==> src/design/lockstep_pkg.sv <==
////////////////////////////////////////
// Lockstep checker shared definitions
// Widths, core state and opcode types,
// and the bundle of delayed core inputs
////////////////////////////////////////

package lockstep_pkg;

  // Address and data share one width
  localparam int unsigned ADDR_W  = 16;
  localparam int unsigned INSTR_W = 16;
  localparam int unsigned IMM_W   = 12;

  typedef enum logic {
    FETCH = 1'b0,
    EXEC  = 1'b1
  } core_state_e;

  // Opcode sits in instruction bits 15:12, unlisted codes are no-ops
  typedef enum logic [3:0] {
    OP_ADDI  = 4'h1,
    OP_XORI  = 4'h2,
    OP_STORE = 4'h3,
    OP_JUMP  = 4'h4
  } core_op_e;

  // Inputs the shadow core sees through the delay line
  typedef struct packed {
    logic               instr_rvalid;
    logic [INSTR_W-1:0] instr_rdata;
    logic               irq;
  } core_in_t;

endpackage
==> src/design/core_bus_if.sv <==
////////////////////////////////////////
// Core output bus
// Fetch request and store strobe signals
////////////////////////////////////////

`timescale 1ns/10ps

interface core_bus_if;

  logic                            instr_req;
  logic [lockstep_pkg::ADDR_W-1:0] instr_addr;
  logic                            data_req;
  logic [lockstep_pkg::ADDR_W-1:0] data_addr;
  logic [lockstep_pkg::ADDR_W-1:0] data_wdata;

  modport core (output instr_req, instr_addr, data_req, data_addr, data_wdata);

  modport monitor (input instr_req, instr_addr, data_req, data_addr, data_wdata);

endinterface

==> src/design/lockstep_top.sv <==
////////////////////////////////////////
// Lockstep checker top level
// Runs a delayed shadow core on the main
// core inputs and flags output mismatch
////////////////////////////////////////

`timescale 1ns/10ps

module lockstep_top #(
  parameter int unsigned                     LockstepOffset = 2,
  parameter logic [lockstep_pkg::ADDR_W-1:0] IrqVector      = 16'h0100
) (
  input  logic                             clk_i,
  input  logic                             rst_ni,
  // Main core outputs
  input  logic                             instr_req_i,
  input  logic [lockstep_pkg::ADDR_W-1:0]  instr_addr_i,
  input  logic                             data_req_i,
  input  logic [lockstep_pkg::ADDR_W-1:0]  data_addr_i,
  input  logic [lockstep_pkg::ADDR_W-1:0]  data_wdata_i,
  // Main core inputs
  input  logic                             instr_rvalid_i,
  input  logic [lockstep_pkg::INSTR_W-1:0] instr_rdata_i,
  input  logic                             irq_i,
  output logic                             alert_major_o
);

  logic                   rst_shadow_n;
  logic                   cmp_en;
  logic                   mismatch;
  lockstep_pkg::core_in_t core_in;
  lockstep_pkg::core_in_t shadow_in;

  core_bus_if main_bus ();
  core_bus_if shadow_bus ();
  core_bus_if delayed_bus ();

  assign main_bus.instr_req  = instr_req_i;
  assign main_bus.instr_addr = instr_addr_i;
  assign main_bus.data_req   = data_req_i;
  assign main_bus.data_addr  = data_addr_i;
  assign main_bus.data_wdata = data_wdata_i;

  assign core_in.instr_rvalid = instr_rvalid_i;
  assign core_in.instr_rdata  = instr_rdata_i;
  assign core_in.irq          = irq_i;

  lockstep_rst_ctrl #(
    .LockstepOffset(LockstepOffset)
  ) u_rst_ctrl (
    .clk_i        (clk_i),
    .rst_ni       (rst_ni),
    .rst_shadow_no(rst_shadow_n),
    .cmp_en_o     (cmp_en)
  );

  lockstep_in_delay #(
    .LockstepOffset(LockstepOffset)
  ) u_in_delay (
    .clk_i (clk_i),
    .rst_ni(rst_ni),
    .in_i  (core_in),
    .in_o  (shadow_in)
  );

  lockstep_out_delay #(
    .LockstepOffset(LockstepOffset)
  ) u_out_delay (
    .clk_i      (clk_i),
    .main_bus   (main_bus),
    .delayed_bus(delayed_bus)
  );

  mini_core #(
    .IrqVector(IrqVector)
  ) u_shadow_core (
    .clk_i         (clk_i),
    .rst_ni        (rst_shadow_n),
    .instr_rvalid_i(shadow_in.instr_rvalid),
    .instr_rdata_i (shadow_in.instr_rdata),
    .irq_i         (shadow_in.irq),
    .bus           (shadow_bus)
  );

  lockstep_cmp u_cmp (
    .clk_i      (clk_i),
    .cmp_en_i   (cmp_en),
    .shadow_bus (shadow_bus),
    .delayed_bus(delayed_bus),
    .mismatch_o (mismatch)
  );

  assign alert_major_o = mismatch;

endmodule

==> src/design/lockstep_cmp.sv <==
////////////////////////////////////////
// Lockstep compare
// Registers the shadow outputs and checks
// them against the delayed main outputs
////////////////////////////////////////

`timescale 1ns/10ps

module lockstep_cmp (
  input  logic        clk_i,
  input  logic        cmp_en_i,
  core_bus_if.monitor shadow_bus,
  core_bus_if.monitor delayed_bus,
  output logic        mismatch_o
);

  localparam int unsigned BusW = 3 * lockstep_pkg::ADDR_W + 2;

  logic [BusW-1:0] shadow_d;
  logic [BusW-1:0] shadow_q;
  logic [BusW-1:0] main_dly;

  assign shadow_d = {shadow_bus.instr_req, shadow_bus.instr_addr, shadow_bus.data_req,
                     shadow_bus.data_addr, shadow_bus.data_wdata};

  assign main_dly = {delayed_bus.instr_req, delayed_bus.instr_addr, delayed_bus.data_req,
                     delayed_bus.data_addr, delayed_bus.data_wdata};

  // Shadow output register
  always_ff @(posedge clk_i) begin
    shadow_q <= shadow_d;
  end

  // All five fields are compared every cycle once enabled
  assign mismatch_o = cmp_en_i & (shadow_q != main_dly);

endmodule

==> src/design/mini_core.sv <==
////////////////////////////////////////
// Mini accumulator core
// Fetch/execute loop with a store strobe
// and a fixed interrupt vector
////////////////////////////////////////

`timescale 1ns/10ps

module mini_core #(
  parameter logic [lockstep_pkg::ADDR_W-1:0] IrqVector = 16'h0100
) (
  input  logic                             clk_i,
  input  logic                             rst_ni,
  input  logic                             instr_rvalid_i,
  input  logic [lockstep_pkg::INSTR_W-1:0] instr_rdata_i,
  input  logic                             irq_i,
  core_bus_if.core                         bus
);

  localparam int unsigned ImmPad = lockstep_pkg::ADDR_W - lockstep_pkg::IMM_W;

  lockstep_pkg::core_state_e        state_q, state_d;
  lockstep_pkg::core_op_e           op;
  logic [lockstep_pkg::ADDR_W-1:0]  pc_q, pc_d;
  logic [lockstep_pkg::ADDR_W-1:0]  acc_q, acc_d;
  logic [lockstep_pkg::INSTR_W-1:0] instr_q, instr_d;
  logic [lockstep_pkg::ADDR_W-1:0]  imm_ext;
  logic                             store;

  // Decode fields of the held instruction
  assign op      = lockstep_pkg::core_op_e'(instr_q[lockstep_pkg::INSTR_W-1 -: 4]);
  assign imm_ext = {{ImmPad{1'b0}}, instr_q[lockstep_pkg::IMM_W-1:0]};

  always_comb begin
    state_d = state_q;
    pc_d    = pc_q;
    acc_d   = acc_q;
    instr_d = instr_q;
    store   = 1'b0;
    case (state_q)
      lockstep_pkg::FETCH: begin
        // Interrupt wins over a returning fetch
        if (irq_i) begin
          pc_d = IrqVector;
        end else if (instr_rvalid_i) begin
          instr_d = instr_rdata_i;
          state_d = lockstep_pkg::EXEC;
        end
      end
      default: begin
        state_d = lockstep_pkg::FETCH;
        pc_d    = pc_q + 1'b1;
        case (op)
          lockstep_pkg::OP_ADDI:  acc_d = acc_q + imm_ext;
          lockstep_pkg::OP_XORI:  acc_d = acc_q ^ imm_ext;
          lockstep_pkg::OP_STORE: store = 1'b1;
          lockstep_pkg::OP_JUMP:  pc_d  = imm_ext;
          default: ;
        endcase
      end
    endcase
  end

  always_ff @(posedge clk_i or negedge rst_ni) begin
    if (!rst_ni) begin
      state_q <= lockstep_pkg::FETCH;
      pc_q    <= '0;
      acc_q   <= '0;
      instr_q <= '0;
    end else begin
      state_q <= state_d;
      pc_q    <= pc_d;
      acc_q   <= acc_d;
      instr_q <= instr_d;
    end
  end

  ////////////////////////////////////////
  // Outputs
  ////////////////////////////////////////

  assign bus.instr_req  = (state_q == lockstep_pkg::FETCH);
  assign bus.instr_addr = pc_q;
  assign bus.data_req   = store;
  assign bus.data_addr  = imm_ext;
  assign bus.data_wdata = acc_q;

  // Store comes from an executed instruction and lasts one cycle
  assert property (@(posedge clk_i) disable iff (!rst_ni)
    bus.data_req |-> (state_q == lockstep_pkg::EXEC) ##1 !bus.data_req);

endmodule

==> src/design/lockstep_out_delay.sv <==
////////////////////////////////////////
// Lockstep output delay
// Delays the main core outputs to line up
// with the registered shadow outputs
////////////////////////////////////////

`timescale 1ns/10ps

module lockstep_out_delay #(
  parameter int unsigned LockstepOffset = 2
) (
  input  logic            clk_i,
  core_bus_if.monitor     main_bus,
  core_bus_if.core        delayed_bus
);

  localparam int unsigned Depth = LockstepOffset + 1;
  localparam int unsigned BusW  = 3 * lockstep_pkg::ADDR_W + 2;

  logic [BusW-1:0] bus_in;
  logic [BusW-1:0] stage_q [Depth];

  assign bus_in = {main_bus.instr_req, main_bus.instr_addr, main_bus.data_req,
                   main_bus.data_addr, main_bus.data_wdata};

  // Extra stage covers the shadow output register
  always_ff @(posedge clk_i) begin
    for (int unsigned i = 0; i < Depth - 1; i++) begin
      stage_q[i] <= stage_q[i+1];
    end
    stage_q[Depth-1] <= bus_in;
  end

  assign {delayed_bus.instr_req, delayed_bus.instr_addr, delayed_bus.data_req,
          delayed_bus.data_addr, delayed_bus.data_wdata} = stage_q[0];

endmodule

==> src/design/lockstep_in_delay.sv <==
////////////////////////////////////////
// Lockstep input delay
// Delays the main core inputs by the
// lockstep offset for the shadow core
////////////////////////////////////////

`timescale 1ns/10ps

module lockstep_in_delay #(
  parameter int unsigned LockstepOffset = 2
) (
  input  logic                   clk_i,
  input  logic                   rst_ni,
  input  lockstep_pkg::core_in_t in_i,
  output lockstep_pkg::core_in_t in_o
);

  // Entry 0 is the oldest, new inputs enter at the top
  lockstep_pkg::core_in_t [LockstepOffset-1:0] stage_q;

  always_ff @(posedge clk_i or negedge rst_ni) begin
    if (!rst_ni) begin
      stage_q <= '0;
    end else begin
      for (int unsigned i = 0; i < LockstepOffset - 1; i++) begin
        stage_q[i] <= stage_q[i+1];
      end
      stage_q[LockstepOffset-1] <= in_i;
    end
  end

  // Shadow core sees the inputs in the same cycle relation as the main core
  assign in_o = stage_q[0];

endmodule

==> src/design/lockstep_rst_ctrl.sv <==
////////////////////////////////////////
// Lockstep reset control
// Holds the shadow core in reset for the
// lockstep offset, then enables compare
////////////////////////////////////////

`timescale 1ns/10ps

module lockstep_rst_ctrl #(
  parameter int unsigned LockstepOffset = 2
) (
  input  logic clk_i,
  input  logic rst_ni,
  output logic rst_shadow_no,
  output logic cmp_en_o
);

  localparam int unsigned CntW = $clog2(LockstepOffset);

  logic [CntW-1:0] cnt_q;
  logic            set_d;
  logic            set_q;

  // Counter stops once the offset has been counted off
  assign set_d = (cnt_q == CntW'(LockstepOffset - 1));

  always_ff @(posedge clk_i or negedge rst_ni) begin
    if (!rst_ni) begin
      cnt_q    <= '0;
      set_q    <= 1'b0;
      cmp_en_o <= 1'b0;
    end else begin
      if (!set_d) begin
        cnt_q <= cnt_q + 1'b1;
      end
      set_q    <= set_d;
      // Compare starts one cycle after the shadow core leaves reset
      cmp_en_o <= set_q;
    end
  end

  // Shadow reset is released synchronously by a flop
  assign rst_shadow_no = set_q;

  // Compare is only on once the shadow core has run a full cycle
  assert property (@(posedge clk_i) disable iff (!rst_ni)
    cmp_en_o |-> rst_shadow_no && $past(rst_shadow_no));

endmodule

==> config.mk <==
export PLATFORM = sky130hd
export DESIGN_NAME = lockstep_top
export DESIGN_NICKNAME = d
export VERILOG_FILES = /design/src/design/lockstep_pkg.sv /design/src/design/core_bus_if.sv /design/src/design/lockstep_top.sv /design/src/design/lockstep_cmp.sv /design/src/design/mini_core.sv /design/src/design/lockstep_out_delay.sv /design/src/design/lockstep_in_delay.sv /design/src/design/lockstep_rst_ctrl.sv
export SDC_FILE = /design/constraint.sdc
export NUM_CORES = 1
export LEC_CHECK = 0
export BUFFER_PORTS_ARGS = -buffer_cell sky130_fd_sc_hd__buf_4
export CORE_MARGIN = 10
export CORE_UTILIZATION = 35
export DETAILED_ROUTE_END_ITERATION = 16
export GPL_ROUTABILITY_DRIVEN = 0
export GPL_TIMING_DRIVEN = 0
export MAX_ROUTING_LAYER = met4
export PLACE_DENSITY = 0.54
export SLEW_MARGIN = 20
export SYNTH_ARGS = -nofsm -noshare
export SYNTH_HDL_FRONTEND = slang
export SYNTH_HIERARCHICAL = 1
export SYNTH_SLANG_ARGS = --single-unit
==> constraint.sdc <==
create_clock -name clk_i -period 4.2 [get_ports clk_i]
set_input_delay 1.26 -clock clk_i [delete_from_list [all_inputs] [get_ports clk_i]]
set_output_delay 1.26 -clock clk_i [all_outputs]
set_load 0.02 [all_outputs]
==> qor.yml <==
synth_commonest_cells: "dfxtp_1 (200), dfrtp_1 (88), buf_4 (83)"
hold_start: "u_out_delay/stage_q[0][92]"
cts_tree: "done"
hold_ws_ps: 321
drtIter0Drc: 229
dieArea_mm2: 0.0329
hold_buffers: 0
finalSetupTns_ps: 0
cts_buffer_depth: 3
start_util: 0.353
rrSetupSlack_ps: 1770
yosysSeqAreaShare: 0.680
finalMaxSlewViolations: 0
fin_util: 0.432
drt-total-wl_um: 16300
diodes: 0
tightest_slew_ps: 1040
layout.nets: 892
chipHeight_um: 181
leakagePower_nw: 4.87
synth_most_common_cell: "dfxtp_1"
dp_hpwl_um: 11400
drc: 0
p_total_w: 0.00681
min_period_ps: 3650
synth_top_cell_by_area: "dfxtp_1"
maxCapViolCount: 0
coreArea_mm2: 0.0258
post_cts.repair.setup_buffers: 0
whs_path_depth: 0
rsz0062_at_grt: "no"
power_density_mw_per_mm2: 610
drt-vias-per-instance: 4.32
cp-end-kind: "primary output"
rows: 59
start_kind: "flop"
grt_usage: 0.101
io_buffers: 70
grt_max_degree: 51
wl_per_cell_um: 13.9
layout-drive-gt1-share: 0.288
cts_max_level: 1
status: "finished clean"
first_pass_iters: 4
finalClockSkew_ps: 15.6
min_period_over_period: 0.870
io-pin-count: 71
critical_path_arrival_ps: 2390
synth_area_leaders: "dfxtp_1 (44%), dfrtp_1 (24%), buf_4 (6.8%)"
critPathKind: "reg2out"
numCtsBuffers: 30
required_ps: 2940
postSynthCellCount: 703
ctsRootBufferMaster: "clkbuf_16"
setup_slack_ps: 548
synthToLayoutAreaGrowth_pct: 22.2
vias: 5047
synth-main-ff-cell: "dfxtp_1"
fillers: 2439
max_freq_mhz: 274
multiInputGateArea_mm2: 0.00223
clk_latency_ps: 540
ant_nets: 0
syn_area_per_cell_um2: 13.0
finalSetupViolCount: 0
synth_top_area_share: 0.439
syn-cell-area_mm2: 0.00913
ys_seq_elements: 288
grt-ovfl-total: 0
rr_worst_depth: 6
cts_resized: 0
place_ws_ps: 1010
path_clk_slew_ps: 60
holdCritPathClass: "reg2reg"
synth-edff-count: 0
reg2reg_from: "u_shadow_core/instr_q[2]"
async_flop_share: 0.306
ys_warn_count: 6
yosysUniqueCellTypes: 63
max-slew-margin-rel: 0.294
clock-sinks: 288
grt_pass1_vias: 5143
rr_endpoint: "u_shadow_core/bus.data_wdata[15]"
die_w_um: 181
grt_first_pass_wirelength_um: 26500
antenna_found_initial: 0
hold_end: "u_out_delay/stage_q[0][42]"
crit_path_max_fanout: 1
ir_drop_mv: 0.403
finalHoldViolations: 0
register_area_mm2: 0.00621
-- stage by stage --
| stage | cells | instance area, um2 |
|---|---|---|
| finish | 1167 | 11200 |
| global route | 1167 | 11200 |
| CTS | 1167 | 11100 |
| detailed placement | 1111 | 10100 |
| global placement | 1111 | 10100 |
| floorplan | 706 | 9140 |
-- power by group --
group / internal [W] / total (W) / switching [W]
clock network: 0.00163 / 0.00270 / 0.00107
registers: 0.00302 / 0.00322 / 0.000196
logic: 0.000433 / 0.000885 / 0.000452
total: 0.00509 / 0.00681 / 0.00172
-- layout by cell type (no fill, tap or decap), types with 4 or more instances in the layout --
master	n
dfxtp_1	200
a31oi_1	4
nand2_1	35
clkinv_4	5
o21ai_1	8
nor2_1	20
buf_4	153
a21oi_1	16
clkbuf_1	6
buf_2	4
nor4_1	11
and2_1	5
a211oi_1	5
conb_1	5
inv_1	4
clkbuf_16	33
and3_1	5
dfrtp_1	87
clkinv_2	5
mux2_2	16
ha_1	13
xor2_1	39
nand3_1	17
xnor2_1	21
nor3_1	7
clkbuf_8	4
nand4_1	11
o21ai_0	28
-- worst max-delay path by stage --
stage	start	to	slack, ps	cells past startpoint
4_1_cts	u_out_delay/stage_q[0][10]	alert_major_o	430	7
6_report	u_out_delay/stage_q[0][10]	alert_major_o	550	7
5_1_grt	u_out_delay/stage_q[0][10]	alert_major_o	370	7
3_3_place_gp	u_out_delay/stage_q[0][10]	alert_major_o	1030	7
2_1_floorplan	u_out_delay/stage_q[0][10]	alert_major_o	1570	6
3_5_place_dp	u_out_delay/stage_q[0][10]	alert_major_o	1010	7
-- critical path: stages (launching register included) --
cell	delay, ps
dfxtp_1	300
buf_4	120
xnor2_1	190
nand4_1	110
nor4_1	380
nand4_1	250
o31a_1	340
buf_4	160
-- kinds of logic (layout without fill, tap and decap cells) --
kind of cell	after synthesis	after routing	share of synthesized area
XOR/XNOR	60	60	0.0576
AO/OA/AOI/OAI	89	89	0.0616
buffers and inverters	99	225	0.0783
adder cells (fa/ha/maj)	14	14	0.0200
flip-flops	288	288	0.680
multiplexers	17	17	0.0208
other	2	5	0.000823
AND/OR/NAND/NOR	134	134	0.0809
-- sequential cells by signal, summed over array words and instances (netlist names), 16 cells and up --
signal,flops
u_out_delay/stage_q,150
u_cmp/shadow_q,50
u_in_delay/in_o,18
u_in_delay/stage_q,18
u_shadow_core/bus.data_wdata,16
u_shadow_core/bus.instr_addr,16
u_shadow_core/instr_q,16
-- routing by layer --
layer  wire, um  vias to the layer above  track usage
li1           -                     2539            -
met1       7630                     2374        0.130
met2       7540                       98        0.155
met3        711                       36       0.0223
met4        384                        0       0.0329
met5          0                        -            -
-- final cells by class --
cell class / count / area share
buffer: 95 / 0.0627
clock buffer: 39 / 0.0796
clock inverter: 17 / 0.0155
inverter: 4 / 0.00135
multi-input combinational: 319 / 0.200
sequential: 288 / 0.557
tap: 335 / 0.0376
timing repair buffer: 70 / 0.0471
(Power assumes the default switching activity.)
